--- src/design/axil_reg_pkg.sv ---
package axil_reg_pkg;

    // Bus geometry
    localparam int AXIL_ADDR_W = 6;                  // Byte address into 16 words
    localparam int AXIL_DATA_W = 32;                 // One register word
    localparam int AXIL_STRB_W = AXIL_DATA_W / 8;    // One strobe per byte

    // Register bank geometry
    localparam int REG_COUNT = 16;
    localparam int REG_IDX_W = $clog2(REG_COUNT);    // Upper address bits

    // Basic field types
    typedef logic [AXIL_ADDR_W-1:0] axil_addr_t;
    typedef logic [AXIL_DATA_W-1:0] axil_data_t;
    typedef logic [AXIL_STRB_W-1:0] axil_strb_t;
    typedef logic [1:0]             axil_resp_t;
    typedef logic [REG_IDX_W-1:0]   reg_idx_t;

    // Only OKAY is ever returned
    localparam axil_resp_t RESP_OKAY = 2'b00;

    // W channel payload
    typedef struct packed {
        axil_data_t data;    // Write data
        axil_strb_t strb;    // Byte enables
    } axil_w_t;

    // R channel payload
    typedef struct packed {
        axil_data_t data;    // Read data
        axil_resp_t resp;    // Read response
    } axil_r_t;

    // Write command from the write controller into the bank
    typedef struct packed {
        reg_idx_t   idx;     // Target word
        axil_data_t data;    // New bytes
        axil_strb_t strb;    // Which bytes to replace
    } reg_wr_t;

endpackage

--- src/design/axil_read_ctrl.sv ---
`timescale 1ns/1ps

module axil_read_ctrl (
    input  logic                      ACLK,
    input  logic                      ARESET,
    // AR channel
    input  axil_reg_pkg::axil_addr_t  ar_addr,
    input  logic                      ar_valid,
    output logic                      ar_ready,
    // R channel
    output axil_reg_pkg::axil_r_t     r,
    output logic                      r_valid,
    input  logic                      r_ready,
    // Bank read port
    output axil_reg_pkg::reg_idx_t    rd_idx,
    input  axil_reg_pkg::axil_data_t  rd_data
);
    import axil_reg_pkg::*;

    typedef enum logic [1:0] {
        ST_IDLE,      // Waiting for an address
        ST_LOOKUP,    // Bank output settles on the latched index
        ST_DATA       // Holding read data
    } rd_state_t;

    rd_state_t  state, state_nxt;
    reg_idx_t   ar_idx;
    logic       ar_hs;
    logic       r_hs;

    assign ar_hs = ar_valid & ar_ready;
    assign r_hs  = r_valid & r_ready;

    assign ar_ready = (state == ST_IDLE);
    assign r_valid  = (state == ST_DATA);
    assign rd_idx   = ar_idx;

    always_comb begin
        state_nxt = state;
        unique case (state)
            ST_IDLE:   if (ar_hs) state_nxt = ST_LOOKUP;
            ST_LOOKUP: state_nxt = ST_DATA;    // Always one cycle
            ST_DATA:   if (r_hs) state_nxt = ST_IDLE;
            default:   state_nxt = ST_IDLE;
        endcase
    end

    always_ff @(posedge ACLK) begin
        if (ARESET) begin
            state <= ST_IDLE;
        end else begin
            state <= state_nxt;
        end
    end

    // Index and read data payload
    always_ff @(posedge ACLK) begin
        if (ar_hs) begin
            ar_idx <= ar_addr[AXIL_ADDR_W-1 -: REG_IDX_W];
        end
        if (state == ST_LOOKUP) begin
            r.data <= rd_data;      // Snapshot of the word
            r.resp <= RESP_OKAY;
        end
    end

    // Stalled R beat must not change
    assert property (@(posedge ACLK) disable iff (ARESET)
        r_valid && !r_ready |=> r_valid && $stable(r));

endmodule

--- src/design/axil_reg_bank.sv ---
`timescale 1ns/1ps

module axil_reg_bank (
    input  logic                      ACLK,
    input  logic                      ARESET,
    // Write command
    input  axil_reg_pkg::reg_wr_t     wr,
    input  logic                      wr_en,
    // Read port
    input  axil_reg_pkg::reg_idx_t    rd_idx,
    output axil_reg_pkg::axil_data_t  rd_data
);
    import axil_reg_pkg::*;

    axil_data_t regs [REG_COUNT];    // The sixteen words
    axil_data_t merged;              // Addressed word with new bytes applied

    // Strobe merge
    // Bytes without a strobe keep the stored value
    always_comb begin
        merged = regs[wr.idx];
        for (int b = 0; b < AXIL_STRB_W; b++) begin
            if (wr.strb[b]) begin
                merged[8*b +: 8] = wr.data[8*b +: 8];
            end
        end
    end

    // Storage
    always_ff @(posedge ACLK) begin
        if (ARESET) begin
            for (int i = 0; i < REG_COUNT; i++) begin
                regs[i] <= '0;    // All words clear
            end
        end else if (wr_en) begin
            regs[wr.idx] <= merged;
        end
    end

    // Read is a plain mux on current contents
    assign rd_data = regs[rd_idx];

endmodule

--- src/design/axil_reg_file.sv ---
`timescale 1ns/1ps

module axil_reg_file (
    input  logic                      ACLK,
    input  logic                      ARESET,
    // AW channel
    input  axil_reg_pkg::axil_addr_t  aw_addr,
    input  logic                      aw_valid,
    output logic                      aw_ready,
    // W channel
    input  axil_reg_pkg::axil_w_t     w,
    input  logic                      w_valid,
    output logic                      w_ready,
    // B channel
    output axil_reg_pkg::axil_resp_t  b_resp,
    output logic                      b_valid,
    input  logic                      b_ready,
    // AR channel
    input  axil_reg_pkg::axil_addr_t  ar_addr,
    input  logic                      ar_valid,
    output logic                      ar_ready,
    // R channel
    output axil_reg_pkg::axil_r_t     r,
    output logic                      r_valid,
    input  logic                      r_ready
);
    import axil_reg_pkg::*;

    reg_wr_t    wr;         // Commit from write side
    logic       wr_en;
    reg_idx_t   rd_idx;     // Lookup from read side
    axil_data_t rd_data;

    // Write path
    axil_write_ctrl write_ctrl_i (
        .ACLK     (ACLK),
        .ARESET   (ARESET),
        .aw_addr  (aw_addr),
        .aw_valid (aw_valid),
        .aw_ready (aw_ready),
        .w        (w),
        .w_valid  (w_valid),
        .w_ready  (w_ready),
        .b_resp   (b_resp),
        .b_valid  (b_valid),
        .b_ready  (b_ready),
        .wr       (wr),
        .wr_en    (wr_en)
    );

    // Read path runs alongside the write path
    axil_read_ctrl read_ctrl_i (
        .ACLK     (ACLK),
        .ARESET   (ARESET),
        .ar_addr  (ar_addr),
        .ar_valid (ar_valid),
        .ar_ready (ar_ready),
        .r        (r),
        .r_valid  (r_valid),
        .r_ready  (r_ready),
        .rd_idx   (rd_idx),
        .rd_data  (rd_data)
    );

    axil_reg_bank reg_bank_i (
        .ACLK     (ACLK),
        .ARESET   (ARESET),
        .wr       (wr),
        .wr_en    (wr_en),
        .rd_idx   (rd_idx),
        .rd_data  (rd_data)
    );

endmodule

--- src/design/axil_write_ctrl.sv ---
`timescale 1ns/1ps

module axil_write_ctrl (
    input  logic                      ACLK,
    input  logic                      ARESET,
    // AW channel
    input  axil_reg_pkg::axil_addr_t  aw_addr,
    input  logic                      aw_valid,
    output logic                      aw_ready,
    // W channel
    input  axil_reg_pkg::axil_w_t     w,
    input  logic                      w_valid,
    output logic                      w_ready,
    // B channel
    output axil_reg_pkg::axil_resp_t  b_resp,
    output logic                      b_valid,
    input  logic                      b_ready,
    // Command into the register bank
    output axil_reg_pkg::reg_wr_t     wr,
    output logic                      wr_en
);
    import axil_reg_pkg::*;

    typedef enum logic {
        ST_IDLE,    // Collecting address and data
        ST_RESP     // Holding the write response
    } wr_state_t;

    wr_state_t  state, state_nxt;
    logic       aw_full;    // Address held
    logic       w_full;     // Data held
    reg_idx_t   aw_idx;     // Word index of the held address
    axil_w_t    w_hold;     // Held data and strobes
    logic       aw_hs;
    logic       w_hs;
    logic       b_hs;

    // Handshakes
    assign aw_hs = aw_valid & aw_ready;
    assign w_hs  = w_valid & w_ready;
    assign b_hs  = b_valid & b_ready;

    // Each side takes one beat and then waits for the other
    assign aw_ready = !aw_full && (state == ST_IDLE);
    assign w_ready  = !w_full && (state == ST_IDLE);

    // Both halves present so commit now
    assign wr_en = aw_full & w_full;

    assign wr.idx  = aw_idx;
    assign wr.data = w_hold.data;
    assign wr.strb = w_hold.strb;

    assign b_valid = (state == ST_RESP);
    assign b_resp  = RESP_OKAY;    // No error cases in this bank

    // Response FSM
    always_comb begin
        state_nxt = state;
        unique case (state)
            ST_IDLE: begin
                if (wr_en) begin
                    state_nxt = ST_RESP;    // b_valid follows the commit edge
                end
            end
            ST_RESP: begin
                if (b_hs) begin
                    state_nxt = ST_IDLE;
                end
            end
            default: state_nxt = ST_IDLE;
        endcase
    end

    always_ff @(posedge ACLK) begin
        if (ARESET) begin
            state <= ST_IDLE;
        end else begin
            state <= state_nxt;
        end
    end

    // Full flags are set by the handshake and cleared by the commit
    always_ff @(posedge ACLK) begin
        if (ARESET) begin
            aw_full <= 1'b0;
            w_full  <= 1'b0;
        end else begin
            if (aw_hs) begin
                aw_full <= 1'b1;
            end else if (wr_en) begin
                aw_full <= 1'b0;
            end
            if (w_hs) begin
                w_full <= 1'b1;
            end else if (wr_en) begin
                w_full <= 1'b0;
            end
        end
    end

    // Holding registers
    always_ff @(posedge ACLK) begin
        if (aw_hs) begin
            aw_idx <= aw_addr[AXIL_ADDR_W-1 -: REG_IDX_W];    // Low two bits dropped
        end
        if (w_hs) begin
            w_hold <= w;
        end
    end

    // Response must stay up until the master takes it
    assert property (@(posedge ACLK) disable iff (ARESET)
        b_valid && !b_ready |=> b_valid);

    // A second commit cannot start while the last one is still unacknowledged
    assert property (@(posedge ACLK) disable iff (ARESET)
        b_valid |-> !wr_en);

endmodule

--- config.mk ---
export PLATFORM = sky130hd
export DESIGN_NAME = axil_reg_file
export DESIGN_NICKNAME = d
export VERILOG_FILES = /design/src/design/axil_reg_pkg.sv /design/src/design/axil_read_ctrl.sv /design/src/design/axil_reg_bank.sv /design/src/design/axil_reg_file.sv /design/src/design/axil_write_ctrl.sv
export SDC_FILE = /design/constraint.sdc
export NUM_CORES = 1
export LEC_CHECK = 0
export BUFFER_PORTS_ARGS = -buffer_cell sky130_fd_sc_hd__buf_4
export CORE_MARGIN = 1.5
export CORE_UTILIZATION = 45
export DETAILED_ROUTE_END_ITERATION = 10
export GPL_TIMING_DRIVEN = 0
export PLACE_DENSITY = 0.62
export SLEW_MARGIN = 25
export SYNTH_ARGS = -nofsm -noshare
export SYNTH_HDL_FRONTEND = slang
export SYNTH_SLANG_ARGS = --single-unit
--- constraint.sdc ---
create_clock -name ACLK -period 5.2 [get_ports ACLK]
set_clock_uncertainty 0.05 [all_clocks]
set_input_delay 0.26 -clock ACLK [delete_from_list [all_inputs] [get_ports ACLK]]
set_output_delay 0.26 -clock ACLK [all_outputs]
set_load 0.1 [all_outputs]
# --- After elaboration in Yosys (flattened, before gate mapping) ---
# Memory sizes are Yosys's and may differ from the RTL's. A register that Yosys moved wholly into a read port is not among the register bits.
# Cells that the tools add are included.
word_totals:
  register_bits: 49
  wordCells: 57
  mem_count: 1
  output_inout_bits: 41
  input_bits: 55
  ram_bits: 512
op_classes:
  n_mux: 20
  bitwise_logic: 7
  n_reduce_logical: 13
  eq_ne: 8
mem_list:
  columns: ["name", "words", "width", "rd", "rd_clocked_by_memory_dff", "wr", "line", "rtl"]
  rows:
  - ["reg_bank_i.regs", 16, 32, 1, 1, 16, "axil_reg_bank.sv:15", "axil_data_t regs [REG_COUNT];"]
op_table:
  columns: ["op", "n"]
  rows:
  - ["$mux W32", 1]
  - ["$mux W8", 4]
  - ["$reduce_or A32 Y1", 1]
  - ["$reduce_and A2 Y1", 5]
  - ["$mux W1", 9]
  - ["$mux W4", 2]
  - ["$and A1 B1 Y1", 6]
  - ["$pmux W2 S3", 1]
  - ["$mux W2", 2]
  - ["$ne A1 B1 Y1 const B", 4]
  - ["$ne A2 B2 Y1 const B", 2]
  - ["$reduce_bool A2 Y1", 2]
  - ["$eq A2 B1 Y1 const B", 1]
  - ["$eq A2 B2 Y1 const B", 1]
  - ["$logic_and A1 B1 Y1", 2]
  - ["$logic_not A1 Y1", 2]
  - ["$logic_not A2 Y1", 1]
  - ["$pmux W1 S2", 1]
  - ["$not A1 Y1", 1]

# --- Longest topological paths before layout ---
depth:
  word_depth: 7
  mapped_depth: 6
  ltp_nobuf: 3

# --- Cells and area by module ---
# From an unflattened synthesis, not the netlist that was laid out.
unflattened:
  hier_cells: 1633
  hier_area_um2: 24877.6
by_module_without_submodules:
  columns: ["module", "n_inst", "cells_each", "area_each_um2", "seq_area_each_um2"]
  rows:
  - ["axil_reg_bank", 1, 1526, 22298.9, 15374.7]
  - ["axil_write_ctrl", 1, 58, 1371.3, 1261.2]
  - ["axil_read_ctrl", 1, 49, 1207.4, 1121.1]

# --- Least setup slack after synthesis ---
# Ideal clock, no wire load.
synth_timing:
  path_kind: "register to register"
  from: "register write_ctrl_i.state, in the netlist write_ctrl_i.b_valid"
  to: "register write_ctrl_i.w_hold, in the netlist write_ctrl_i.wr[0], enable pin"
  setup_ns: 0.485
  t_arrival_ns: 3.575
  path_stages_with_launch: 2
  path_buffers: 0
  required_ns: 4.665
  synth_period_minus_slack_ns: 4.110
  setup_slack_ns: 1.090
  path_cell_list: "dfxtp_1 nor3b_1"
synth_via:
  elab_chain_cells: 3
synth_rtl:
  columns: ["element", "line", "rtl"]
  rows:
  - ["start: declaration", "axil_write_ctrl.sv:29", "wr_state_t state, state_nxt;"]
  - ["start signal: assignment", "axil_write_ctrl.sv:79", "state <= state_nxt;"]
  - ["$not A1 Y1", "axil_write_ctrl.sv:45", "assign w_ready = !w_full && (state == ST_IDLE);"]
  - ["$logic_and A1 B1 Y1", "axil_write_ctrl.sv:45", null]
  - ["$and A1 B1 Y1", "axil_write_ctrl.sv:40", "assign w_hs = w_valid & w_ready;"]
  - ["net write_ctrl_i.w_hs", "axil_write_ctrl.sv:35", "logic w_hs;"]
  - ["end signal: assignment", "axil_write_ctrl.sv:108", "w_hold <= w;"]
  - ["end: declaration", "axil_write_ctrl.sv:33", "axil_w_t w_hold;"]
# The timed path passes the listed nets, and every way through them passes these cells.
# A chain may end at the register's enable or synchronous reset.

==> flow_summary.ini <==
[critical_path]
critPathRequiredTime_ns = 5.40
endpoint_kind = register
endpoint = reg_bank_i.regs[11][21]$_SDFFCE_PN0P_
worstPathArrival_ns = 3.07
critPathLaunch = write_ctrl_i.w_full$_SDFFE_PP0P_
cpPeakStageDelay_ns = 0.89
cp_cell_sequence = buf_2 > nand4b_1 > clkbuf_1 > o21bai_1
crit_path_top_delay_cell = o21bai_1
critPathTopFamily = compound AO/OA/AOI/OAI gates
reg2reg_depth = 4
r2r-start = write_ctrl_i.w_full$_SDFFE_PP0P_
ff2ff_setup_slack_ns = 2.33
cp-start-kind = register
crit_buf_inv = 2
cp.depth = 4
r2r-end = reg_bank_i.regs[11][21]$_SDFFCE_PN0P_
path_max_fanout = 10
worstSetupPathType = reg2reg

[cells_and_area]
seq_area_um2 = 17800
drive_gt1_share_pct = 19.2
area_growth_pct = 16.1
fill_cells = 4512
fin_util_pct = 53.2
fin_nets = 1896
n_antenna_cell = 0
multi_input_area_um2 = 6490
finalNonFillerCells = 2585

[timing]
finalCriticalPeriod_ns = 2.87
drv_slew = 0
maxSlewHeadroom_pct = 28.2
whs_ns = 0.0272
period_share_pct = 55.1
hold_viol = 0
fmax_ghz = 0.349
rsz0062_at_grt = false
worstMarginPinSlew_ns = 1.08
setup_viol = 0

[logic_synthesis]
netlist.area_leader.share_pct = 71.1
ys_seq_area_share_pct = 71.5
syn_inst = 1635
yosysWarnings = 0
async_flop_share_pct = 0
syn_avg_cell_area_um2 = 15.2
synth_edf_count = 588
synth_cell_types = 29
synth_top_area_cell = edfxtp_1
synth-seq-cells = 593
syn_area_um2 = 24800
synthTopCellsByArea = edfxtp_1, mux4_2, nor2_1
ys.flop_type = edfxtp_1

[detailed_routing]
ant_nets = 0
via_per_inst = 5.83
post_drt_wl_per_cell_um = 27.0
routed-via-count = 15072
routed_wl_um = 69700
drt-pass1-iter-count = 6
drt_iter0_markers = 1822
drc_errors = 0

[min_path]
hold_path.class = in2reg
hold_depth = 2

[power_and_ir_drop]
p_sw_mw = 2.53
p_total_mw = 10.6
comb_power_share_pct = 8.6
switching_share_pct = 23.8
total_leakage_power_nw = 9.65
cellInternalPower_mw = 8.09
p_per_area_nw_per_um2 = 368
seqPwrFrac_pct = 51.8
clkPwrFrac_pct = 39.7
ir_worst_vdd_v = 0.000295

[clock_network]
cts_tree = yes
path_clk_slew_ns = 0.06
cts-root-buf = clkbuf_16
cts_htree_levels = 2
cts_buffers = 61
clkSinkCount = 593
clk_path_buf_depth = 3
clk_latency_ns = 0.66
cts_resized = 0

[placement]
dp_hpwl_um = 47400
io_buffer_count = 87
place_inst = 2428
gp_congestion = 0.856

[floorplan]
fp-row-count = 85
die_area_um2 = 56600
start_util_pct = 45.8
fp.dieW_um = 238
io_pins = 96
core-area_um2 = 54200
die_h_um = 238

[global_route]
grt_pass1_wl_um = 101000
grt_pass1_vias = 15302
grt_start_max_net_pins = 18
antenna_found_initial = 0
grtUsageTotal_pct = 24.9
grt-ovfl-total = 0

[run_status]
status = completed

[run]
max_cap_violations = 0
[cell usage after synthesis, types with 4 or more instances]
cell	number
o21bai_1	60
nand2_1	73
edfxtp_1	588
buf_2	21
buf_1	10
and4b_1	4
nor2_1	491
and2_1	34
mux4_2	128
nand4b_1	4
nand3_1	5
dfxtp_1	5
a22oi_1	64
buf_4	13
nor2b_1	9
clkbuf_1	104
[worst reg2reg max path, delay by kind of cell (launching register included)]
| family | cells | cell delay [ns] |
|---|---|---|
| AO/OA/AOI/OAI | 1 | 0.89 |
| flip-flops | 1 | 0.35 |
| AND/OR/NAND/NOR | 1 | 0.51 |
| buffers and inverters | 2 | 0.65 |
[per-stage QoR]
stage / instance area, um2 / setup TNS, ns / setup slack (ns)
after floorplan: 24900 / 0 / 1.09
after global placement: 26400 / -57.66 / -1.58
after detailed placement: 26500 / 0 / 1.93
after CTS: 28800 / 0 / 2.42
after global routing: 28900 / 0 / 2.24
final: 28900 / 0 / 2.33
[layout by cell type (no fill, tap or decap), types with 12 or more instances in the layout]
| cell type | count |
|---|---|
| a22oi_1 | 64 |
| and2_1 | 34 |
| buf_2 | 21 |
| buf_4 | 105 |
| clkbuf_1 | 121 |
| clkbuf_16 | 61 |
| clkinv_2 | 12 |
| dlygate4sd3_1 | 46 |
| edfxtp_1 | 588 |
| mux4_2 | 128 |
| nand2_1 | 73 |
| nor2_1 | 491 |
| o21bai_1 | 49 |
[cell families (layout without fill, tap and decap cells)]
kind of cell | count (synthesis) | in the layout | synth area share, %
DFF | 593 | 593 | 71.5
and+or+nand+nor | 632 | 632 | 10.4
buffers and inverters | 153 | 404 | 2.67
AOI/OAI and AO/OA | 127 | 127 | 3.81
other | 1 | 4 | 0.0151
muxes | 129 | 129 | 11.6
[power by group through the flow]
stage,sequential [mW],combinational (mW),clock (mW)
floorplan,5.68,0.462,0
global placement,5.60,0.862,0
detailed placement,5.60,0.880,0
CTS,5.50,0.909,4.24
global route,5.52,0.951,4.41
finish,5.50,0.910,4.21
[metal layers]
| metal | track usage (%) | share of wire (%) | up-vias |
|---|---|---|---|
| met1 | 32.6 | 39 | 7722 |
| li1 | - | - | 6455 |
| met2 | 41.5 | 49 | 750 |
| met4 | 7.48 | 2.7 | 0 |
| met3 | 5.91 | 9.3 | 145 |
| met5 | 0 | 0 | - |
[final cells by class]
class | count | share of cell area (%)
Clock inverter | 33 | 0.997
Tap cell | 696 | 3.02
Timing Repair Buffer | 140 | 4.15
Sequential cell | 593 | 61.5
Multi-Input combinational cell | 892 | 22.5
Inverter | 3 | 0.0390
Buffer | 150 | 2.26
Clock buffer | 78 | 5.51
[worst min path at each step]
| stage | start | end | slack (ns) |
|---|---|---|---|
| 3_5_place_dp | w[11] | write_ctrl_i.wr[11]$_DFFE_PP_ | 0.39 |
| 2_1_floorplan | ar_addr[2] | read_ctrl_i.rd_idx[0]$_DFFE_PP_ | 0.31 |
| 3_3_place_gp | w[4] | write_ctrl_i.wr[4]$_DFFE_PP_ | 0.39 |
| 4_1_cts | ar_valid | read_ctrl_i.rd_idx[3]$_DFFE_PP_ | 0.02 |
| 6_report | w_valid | write_ctrl_i.wr[2]$_DFFE_PP_ | 0.03 |
| 5_1_grt | aw_valid | write_ctrl_i.aw_idx[0]$_DFFE_PP_ | 0.04 |
[registers in the layout, indices dropped and copies added, names as in the netlist]
register,cells
write_ctrl_i.w_full,1
write_ctrl_i.wr,36
write_ctrl_i.aw_full,1
write_ctrl_i.aw_idx,4
read_ctrl_i.r,32
write_ctrl_i.b_valid,1
read_ctrl_i.rd_idx,4
read_ctrl_i.state,2
reg_bank_i.regs,512
[repair_timing]
item,4_1_cts,5_1_grt
hold buffers,46,0
buffers inserted,0,0
hold endpoints to repair,46,0
(Power assumes the default switching activity.)
